<file path="config.mk">
export PLATFORM = sky130hd
export DESIGN_NAME = addmul_top
export DESIGN_NICKNAME = d
export VERILOG_FILES = /design/src/common/addmul_pkg.sv /design/src/design/addmul_top.sv /design/src/addmul_pipe/addmul_add_stage.sv /design/src/addmul_pipe/addmul_mul_stage.sv /design/src/design/addmul_slv.sv
export SDC_FILE = /design/constraint.sdc
export NUM_CORES = 2
export LEC_CHECK = 0
export BUFFER_PORTS_ARGS = -buffer_cell sky130_fd_sc_hd__buf_2
export CORE_UTILIZATION = 45
export DETAILED_ROUTE_END_ITERATION = 6
export SLEW_MARGIN = 10
export SYNTH_ARGS = -nofsm -noshare
export SYNTH_HDL_FRONTEND = slang
export SYNTH_SLANG_ARGS = --single-unit
</file>
<file path="constraint.sdc">
create_clock -name aclk -period 6 [get_ports aclk]
set_input_delay 0.6 -clock aclk [delete_from_list [all_inputs] [get_ports aclk]]
set_output_delay 0.6 -clock aclk [all_outputs]
set_load 0.02 [all_outputs]
</file>
<file path="src/common/addmul_pkg.sv">
package addmul_pkg;

  // ------------------------------------------------------------
  // Bus and datapath widths
  // ------------------------------------------------------------

  // AXI4-Lite control bus
  parameter int AXIL_DATA_BITS = 32;
  // Two 4-byte registers
  parameter int AXIL_ADDR_BITS = 3;

  // Datapath
  parameter int FACTOR_BITS = 16;
  parameter int LANE_BITS = 32;

  // ------------------------------------------------------------
  // Register map
  // ------------------------------------------------------------

  // Word index above the byte offset
  typedef enum logic [0:0] {
    REG_MUL_FACT = 1'b0,
    REG_ADD_FACT = 1'b1
  } addmul_reg_e;

  // One stream lane, unsigned
  typedef logic [LANE_BITS-1:0] lane_t;

  // One configuration factor
  typedef logic [FACTOR_BITS-1:0] factor_t;

endpackage
</file>
<file path="src/design/addmul_top.sv">
`timescale 1ns/1ps

module addmul_top #(
  parameter int N_LANES = 2
) (
  input  logic                                     aclk,
  input  logic                                     aresetn,

  // AXI4-Lite control
  input  logic [addmul_pkg::AXIL_ADDR_BITS-1:0]    awaddr,
  input  logic                                     awvalid,
  output logic                                     awready,
  input  logic [addmul_pkg::AXIL_DATA_BITS-1:0]    wdata,
  input  logic [addmul_pkg::AXIL_DATA_BITS/8-1:0]  wstrb,
  input  logic                                     wvalid,
  output logic                                     wready,
  output logic [1:0]                               bresp,
  output logic                                     bvalid,
  input  logic                                     bready,
  input  logic [addmul_pkg::AXIL_ADDR_BITS-1:0]    araddr,
  input  logic                                     arvalid,
  output logic                                     arready,
  output logic [addmul_pkg::AXIL_DATA_BITS-1:0]    rdata,
  output logic [1:0]                               rresp,
  output logic                                     rvalid,
  input  logic                                     rready,

  // Data stream
  input  logic                                     s_valid,
  input  logic                                     s_last,
  input  addmul_pkg::lane_t [N_LANES-1:0]          s_data,
  output logic                                     m_valid,
  output logic                                     m_last,
  output addmul_pkg::lane_t [N_LANES-1:0]          m_data
);

  import addmul_pkg::*;

  factor_t               mul_factor;
  factor_t               add_factor;

  // Between the two pipeline stages
  logic                  mid_valid;
  logic                  mid_last;
  lane_t [N_LANES-1:0]   mid_data;

  addmul_slv u_slv (
    .aclk       (aclk),
    .aresetn    (aresetn),
    .awaddr     (awaddr),
    .awvalid    (awvalid),
    .awready    (awready),
    .wdata      (wdata),
    .wstrb      (wstrb),
    .wvalid     (wvalid),
    .wready     (wready),
    .bresp      (bresp),
    .bvalid     (bvalid),
    .bready     (bready),
    .araddr     (araddr),
    .arvalid    (arvalid),
    .arready    (arready),
    .rdata      (rdata),
    .rresp      (rresp),
    .rvalid     (rvalid),
    .rready     (rready),
    .mul_factor (mul_factor),
    .add_factor (add_factor)
  );

  addmul_mul_stage #(
    .N_LANES (N_LANES)
  ) u_mul (
    .aclk       (aclk),
    .aresetn    (aresetn),
    .mul_factor (mul_factor),
    .s_valid    (s_valid),
    .s_last     (s_last),
    .s_data     (s_data),
    .mid_valid  (mid_valid),
    .mid_last   (mid_last),
    .mid_data   (mid_data)
  );

  addmul_add_stage #(
    .N_LANES (N_LANES)
  ) u_add (
    .aclk       (aclk),
    .aresetn    (aresetn),
    .add_factor (add_factor),
    .mid_valid  (mid_valid),
    .mid_last   (mid_last),
    .mid_data   (mid_data),
    .m_valid    (m_valid),
    .m_last     (m_last),
    .m_data     (m_data)
  );

endmodule

</file>
<file path="src/addmul_pipe/addmul_add_stage.sv">
`timescale 1ns/1ps

module addmul_add_stage #(
  parameter int N_LANES = 2
) (
  input  logic                              aclk,
  input  logic                              aresetn,

  input  addmul_pkg::factor_t               add_factor,

  // Stream from the multiply stage
  input  logic                              mid_valid,
  input  logic                              mid_last,
  input  addmul_pkg::lane_t [N_LANES-1:0]   mid_data,

  // Stream out
  output logic                              m_valid,
  output logic                              m_last,
  output addmul_pkg::lane_t [N_LANES-1:0]   m_data
);

  import addmul_pkg::*;

  lane_t                 factor_ext;
  lane_t [N_LANES-1:0]   sum;

  assign factor_ext = lane_t'(add_factor);

  // Lane-wise add, wraps modulo 2^32
  always_comb
  begin
    for (int i = 0; i < N_LANES; i++)
      sum[i] = mid_data[i] + factor_ext;
  end

  always_ff @(posedge aclk)
  begin
    if (!aresetn)
      m_valid <= 1'b0;
    else
      m_valid <= mid_valid;
  end

  always_ff @(posedge aclk)
  begin
    m_last <= mid_last;
    if (mid_valid)
      m_data <= sum;
  end

endmodule

</file>
<file path="src/addmul_pipe/addmul_mul_stage.sv">
`timescale 1ns/1ps

module addmul_mul_stage #(
  parameter int N_LANES = 2
) (
  input  logic                              aclk,
  input  logic                              aresetn,

  input  addmul_pkg::factor_t               mul_factor,

  // Stream in
  input  logic                              s_valid,
  input  logic                              s_last,
  input  addmul_pkg::lane_t [N_LANES-1:0]   s_data,

  // Stream to the add stage
  output logic                              mid_valid,
  output logic                              mid_last,
  output addmul_pkg::lane_t [N_LANES-1:0]   mid_data
);

  import addmul_pkg::*;

  lane_t                 factor_ext;
  lane_t [N_LANES-1:0]   product;

  // Zero-extended so the product keeps only the low lane bits
  assign factor_ext = lane_t'(mul_factor);

  always_comb
  begin
    for (int i = 0; i < N_LANES; i++)
      product[i] = s_data[i] * factor_ext;
  end

  always_ff @(posedge aclk)
  begin
    if (!aresetn)
      mid_valid <= 1'b0;
    else
      mid_valid <= s_valid;
  end

  // Payload, loaded on valid beats only
  always_ff @(posedge aclk)
  begin
    mid_last <= s_last;
    if (s_valid)
      mid_data <= product;
  end

endmodule

</file>
<file path="src/design/addmul_slv.sv">
`timescale 1ns/1ps

module addmul_slv (
  input  logic                                     aclk,
  input  logic                                     aresetn,

  // Write address
  input  logic [addmul_pkg::AXIL_ADDR_BITS-1:0]    awaddr,
  input  logic                                     awvalid,
  output logic                                     awready,

  // Write data
  input  logic [addmul_pkg::AXIL_DATA_BITS-1:0]    wdata,
  input  logic [addmul_pkg::AXIL_DATA_BITS/8-1:0]  wstrb,
  input  logic                                     wvalid,
  output logic                                     wready,

  // Write response
  output logic [1:0]                               bresp,
  output logic                                     bvalid,
  input  logic                                     bready,

  // Read address
  input  logic [addmul_pkg::AXIL_ADDR_BITS-1:0]    araddr,
  input  logic                                     arvalid,
  output logic                                     arready,

  // Read data
  output logic [addmul_pkg::AXIL_DATA_BITS-1:0]    rdata,
  output logic [1:0]                               rresp,
  output logic                                     rvalid,
  input  logic                                     rready,

  // Factors to the pipeline
  output addmul_pkg::factor_t                      mul_factor,
  output addmul_pkg::factor_t                      add_factor
);

  import addmul_pkg::*;

  // ------------------------------------------------------------
  // Declarations
  // ------------------------------------------------------------

  localparam int N_REGS = 2;
  localparam int STRB_BITS = AXIL_DATA_BITS / 8;
  localparam int ADDR_LSB = $clog2(STRB_BITS);

  // Responses are always OKAY
  localparam logic [1:0] RESP_OKAY = 2'b00;

  logic [N_REGS-1:0][AXIL_DATA_BITS-1:0] slv_reg;

  logic [AXIL_ADDR_BITS-1:0] awaddr_q;
  logic [AXIL_ADDR_BITS-1:0] araddr_q;

  // Cleared while a write is in flight, set again once the response is taken
  logic aw_en;

  logic        wr_en;
  logic        rd_en;
  addmul_reg_e wr_idx;
  addmul_reg_e rd_idx;
  logic        wr_hit;
  logic        rd_hit;

  // ------------------------------------------------------------
  // Address decode
  // ------------------------------------------------------------

  assign wr_idx = addmul_reg_e'(awaddr_q[AXIL_ADDR_BITS-1:ADDR_LSB]);
  assign rd_idx = addmul_reg_e'(araddr_q[AXIL_ADDR_BITS-1:ADDR_LSB]);

  // Unaligned byte addresses do not hit a register
  assign wr_hit = (awaddr_q[ADDR_LSB-1:0] == '0);
  assign rd_hit = (araddr_q[ADDR_LSB-1:0] == '0);

  assign wr_en = awready && awvalid && wready && wvalid;
  assign rd_en = arready && arvalid && !rvalid;

  // ------------------------------------------------------------
  // Write channel
  // ------------------------------------------------------------

  // awready and wready pulse together for one cycle
  always_ff @(posedge aclk)
  begin
    if (!aresetn)
    begin
      awready <= 1'b0;
      wready  <= 1'b0;
      aw_en   <= 1'b1;
    end
    else if (!awready && awvalid && wvalid && aw_en)
    begin
      awready <= 1'b1;
      wready  <= 1'b1;
      aw_en   <= 1'b0;
    end
    else
    begin
      awready <= 1'b0;
      wready  <= 1'b0;
      if (bvalid && bready)
        aw_en <= 1'b1;
    end
  end

  // Address held for the handshake cycle
  always_ff @(posedge aclk)
  begin
    if (!awready && awvalid && wvalid && aw_en)
      awaddr_q <= awaddr;
  end

  // Byte-strobed register update
  always_ff @(posedge aclk)
  begin
    if (!aresetn)
      slv_reg <= '0;
    else if (wr_en && wr_hit)
    begin
      for (int i = 0; i < STRB_BITS; i++)
      begin
        if (wstrb[i])
          slv_reg[wr_idx][i*8 +: 8] <= wdata[i*8 +: 8];
      end
    end
  end

  always_ff @(posedge aclk)
  begin
    if (!aresetn)
      bvalid <= 1'b0;
    else if (wr_en && !bvalid)
      bvalid <= 1'b1;
    else if (bvalid && bready)
      bvalid <= 1'b0;
  end

  assign bresp = RESP_OKAY;

  // ------------------------------------------------------------
  // Read channel
  // ------------------------------------------------------------

  // No new read while the previous data waits for rready
  always_ff @(posedge aclk)
  begin
    if (!aresetn)
      arready <= 1'b0;
    else
      arready <= !arready && arvalid && !rvalid;
  end

  always_ff @(posedge aclk)
  begin
    if (!arready && arvalid && !rvalid)
      araddr_q <= araddr;
  end

  always_ff @(posedge aclk)
  begin
    if (!aresetn)
      rvalid <= 1'b0;
    else if (rd_en)
      rvalid <= 1'b1;
    else if (rvalid && rready)
      rvalid <= 1'b0;
  end

  // Unmapped reads give zero
  always_ff @(posedge aclk)
  begin
    if (rd_en)
      rdata <= rd_hit ? slv_reg[rd_idx] : '0;
  end

  assign rresp = RESP_OKAY;

  // Factors are the low halves of the registers
  assign mul_factor = slv_reg[REG_MUL_FACT][FACTOR_BITS-1:0];
  assign add_factor = slv_reg[REG_ADD_FACT][FACTOR_BITS-1:0];

endmodule

</file>
==> flow_metrics.tcl <==
set metrics [dict create \
    run_status "finished, violations left" \
    violations "setup timing" \
    setup_viol_count_final 11 \
    worstSetupPathType "reg2reg" \
    post_synth_instance_area_um2 32900 \
    track_usage_pct 23.7 \
    fmax_mhz 159 \
    num-nets-final 4802 \
    drt-wirelength-per-cell_um 17.6 \
    rows 98 \
    ant_nets 0 \
    power_frac_clock_pct 41.5 \
    io_pins 222 \
    leakage_nw 18.2 \
    die_h_um 272 \
    postSynth.asyncResetShare_pct 0 \
    depth_of_the_worst_hold_timing_path 1 \
    place_worst_setup_slack_ns -0.715 \
    slew-limit-headroom_pct 24.1 \
    p_comb_share_pct 9.9 \
    power_switching_w 0.000929 \
    ys_seq_area_share_pct 19.6 \
    layout-drive-gt1-share_pct 18.7 \
    grt.overflow.total 0 \
    grt_pass1_vias 25200 \
    maxCapViolations 0 \
    syn-mean-instance-area_um2 9.40 \
    postSynthCellCount 3502 \
    n_fill_cell 6639 \
    worstHoldStart "s_last" \
    multi_input_logic_area_um2 23800 \
    worstRegToRegCells 22 \
    tightest_slew_ns 1.14 \
    via_per_inst 5.03 \
    num_vias 24600 \
    worstSetupStartpointType "flip-flop" \
    postCtsHoldBufs 0 \
    seqPwrFrac_pct 48.6 \
    slew_violations 0 \
    critPathCaptureType "flip-flop" \
    grt_pass1_wl_mm 137 \
    clock_skew_ns 0.0205 \
    floorplan.die_area_um2 74200 \
    power-per-cell-area_nw_per_um2 96.3 \
    detailed_place_hpwl_mm 70.1 \
    hold_viol 0 \
    finish.instance_area_um2 39000 \
    drtIter0Drc 1200 \
    drt_wl_total_mm 86.1 \
    intPower_w 0.00283 \
    worstPathMaxFanout 5 \
    cts-buffers-inserted 27 \
    worst_ir_drop_vdd_mv 0.184 \
    core_region_area_um2 72000 \
    worst-r2r-setup-slack_ns -0.30 \
    clock_tree.root_cell "sky130_fd_sc_hd__clkbuf_16" \
    synth-warning-count 0 \
    finalCritPeriodShare_pct 105 \
    buffer_ports.inserted 217 \
    cts_tree "done" \
    post-route-drc-count 0 \
    cts_sinks 239 \
    cp.required_ns 6.30 \
    cts-root-to-sink-buffers 3 \
    crit-reg2reg-capture "u_mul.mid_data[31]$_DFFE_PP_" \
    initial_core_util_pct 45.7 \
    min_to "u_mul.mid_last$_DFF_P_" \
    yosys_register_bits 239 \
    min-delay-path-class "in2reg" \
    most_common_flop_cell_mapped_by_yosys "sky130_fd_sc_hd__edfxtp_1" \
    largest_net_degree_at_the_start_of_global_routing 72 \
    layout.area.seq_um2 6490 \
    clk_pin_slew_worst_paths_ns 0.06 \
    synth_cell_types 72 \
    dpl_cell_area_um2 37200 \
    worstPathArrival_ns 6.60 \
    rsz0062_at_grt "yes" \
    layout_setup_ws_ns -0.301 \
    first_pass_iters 5 \
    power.share.switching_pct 24.7 \
    synth_enable_flop_cells 166 \
    htreeDepth 1 \
    gpl.final_weighted_congestion 0.878 \
    r2r_start "u_slv.mul_factor[4]$_SDFFE_PN0P_" \
    timing.final.crit_period_ns 6.30 \
    die_w_um 272 \
    clock_insertion_delay_worst_skew_ns 0.55 \
    reg.largest.list "u_add.m_data (64), u_mul.mid_data (64)" \
    syn_to_final_growth_pct 18.5 \
    initial_antenna_violation_count 9 \
]
[final cells by class]
class / instances / area share (%)
diodes: 1 / 0.00641
clock buffers: 42 / 2.01
clock inverters: 7 / 0.112
inverters: 691 / 6.65
multi-input cells: 2402 / 61.1
flip-flops and latches: 239 / 16.6
well taps: 950 / 3.05
repair buffers: 554 / 10.4
[placed cells by master, fill, tap and decap left out, types with 14 or more instances in the layout]
cell type                   instances
sky130_fd_sc_hd__a21boi_0          65
sky130_fd_sc_hd__a21o_1            26
sky130_fd_sc_hd__a21oi_1           41
sky130_fd_sc_hd__and2_1           267
sky130_fd_sc_hd__and2_4            15
sky130_fd_sc_hd__buf_12            24
sky130_fd_sc_hd__buf_2            217
sky130_fd_sc_hd__buf_4            283
sky130_fd_sc_hd__buf_6             22
sky130_fd_sc_hd__clkbuf_16         28
sky130_fd_sc_hd__dfxtp_1           61
sky130_fd_sc_hd__edfxtp_1         166
sky130_fd_sc_hd__fa_1             592
sky130_fd_sc_hd__fa_2              18
sky130_fd_sc_hd__ha_1             144
sky130_fd_sc_hd__ha_4              16
sky130_fd_sc_hd__inv_1            678
sky130_fd_sc_hd__mux2i_1           33
sky130_fd_sc_hd__nand2_1          609
sky130_fd_sc_hd__nand3_1           83
sky130_fd_sc_hd__nor2_1           103
sky130_fd_sc_hd__nor3_1            14
sky130_fd_sc_hd__o21a_1            21
sky130_fd_sc_hd__o21ai_0           24
sky130_fd_sc_hd__xnor2_1          112
sky130_fd_sc_hd__xor2_1            48
[Yosys cell counts, drive strengths merged (54+ instances only)]
| cell | instances | area (µm²) |
|---|---|---|
| ha | 162 | 2030 |
| fa | 610 | 12200 |
| xnor2 | 113 | 990 |
| inv | 691 | 2590 |
| dfxtp | 73 | 1460 |
| edfxtp | 166 | 4980 |
| nand3 | 85 | 425 |
| nand2 | 620 | 2330 |
| clkbuf | 160 | 601 |
| nor2 | 105 | 394 |
| a21oi | 54 | 274 |
| a21boi | 67 | 503 |
| and2 | 282 | 1760 |
[routing by layer]
metal  wire length, µm  GRT usage (%)  vias up
met5                93              0        -
met4              2310           6.45       14
met3              4440           2.87      123
met2             41500           39.8      599
met1             37700           32.3    12500
li1                  -              -    11400
[kinds of logic after synthesis]
kind of cell / Yosys count / synth area share (%)
adders and majority gates: 772 / 43.3
AOI/OAI and AO/OA: 257 / 5.40
muxes: 33 / 1.00
xor gates and xnor gates: 162 / 4.31
buffers and inverters: 864 / 9.91
and+or+nand+nor: 1174 / 16.5
other: 1 / 0.0114
DFF: 239 / 19.6
[power groups by stage]
stage          sequential [W]  clock, W  combinational (W)
6_report              0.00183   0.00156           0.000373
5_1_grt               0.00183   0.00166           0.000398
4_1_cts               0.00183   0.00161           0.000369
3_5_place_dp          0.00187         0           0.000366
3_3_place_gp          0.00187         0           0.000366
2_1_floorplan         0.00189         0           0.000137
[metrics by stage]
step	power [W]	instances	TNS [ns]	util, %	hold WS, ns
2_1_floorplan	0.00202	3505	-0.936	-	0.310
3_3_place_gp	0.00223	4801	-8.63	51.7	0.310
3_5_place_dp	0.00223	4801	-9.64	51.7	0.313
4_1_cts	0.00381	4869	-1.83	53.4	0.125
5_1_grt	0.00389	4885	-4.21	54.2	0.140
6_report	0.00376	4886	-1.45	54.2	0.165
[critical path, stage by stage, from the launching register on]
cell	delay, ns
sky130_fd_sc_hd__dfxtp_4	0.41
sky130_fd_sc_hd__buf_6	0.14
sky130_fd_sc_hd__and2_1	0.14
sky130_fd_sc_hd__fa_1	0.49
sky130_fd_sc_hd__inv_1	0.06
sky130_fd_sc_hd__fa_1	0.47
sky130_fd_sc_hd__fa_1	0.50
sky130_fd_sc_hd__inv_1	0.06
sky130_fd_sc_hd__fa_1	0.49
sky130_fd_sc_hd__fa_1	0.51
sky130_fd_sc_hd__inv_1	0.05
sky130_fd_sc_hd__fa_1	0.49
sky130_fd_sc_hd__inv_2	0.05
sky130_fd_sc_hd__ha_4	0.22
sky130_fd_sc_hd__and3_4	0.15
sky130_fd_sc_hd__a221o_1	0.34
sky130_fd_sc_hd__a31oi_2	0.20
sky130_fd_sc_hd__o31ai_4	0.11
sky130_fd_sc_hd__a41o_1	0.29
sky130_fd_sc_hd__o41a_1	0.39
sky130_fd_sc_hd__a211o_1	0.30
sky130_fd_sc_hd__a21oi_2	0.15
sky130_fd_sc_hd__xnor2_1	0.07
[what timing repair did]
item / CTS / global route
setup buffers: 19 / 20
gates resized for setup: 76 / 94
endpoints found under the setup margin: 22 / 24
pin swaps: 39 / 54
[worst max-delay path by stage]
| stage | startpoint | endpoint | slack (ns) | depth (start not counted) |
|---|---|---|---|---|
| floorplan | s_data[5] | u_mul.mid_data[31]$_DFFE_PP_ | -0.35 | 23 |
| global route | u_slv.mul_factor[4]$_SDFFE_PN0P_ | u_mul.mid_data[31]$_DFFE_PP_ | -0.46 | 22 |
| finish | u_slv.mul_factor[4]$_SDFFE_PN0P_ | u_mul.mid_data[31]$_DFFE_PP_ | -0.30 | 22 |
| CTS | u_slv.mul_factor[4]$_SDFFE_PN0P_ | u_mul.mid_data[30]$_DFFE_PP_ | -0.26 | 23 |
| detailed placement | s_data[8] | u_mul.mid_data[31]$_DFFE_PP_ | -0.71 | 22 |
| global placement | s_data[8] | u_mul.mid_data[31]$_DFFE_PP_ | -0.65 | 22 |
No activity file was read; power rests on OpenSTA's default activity.
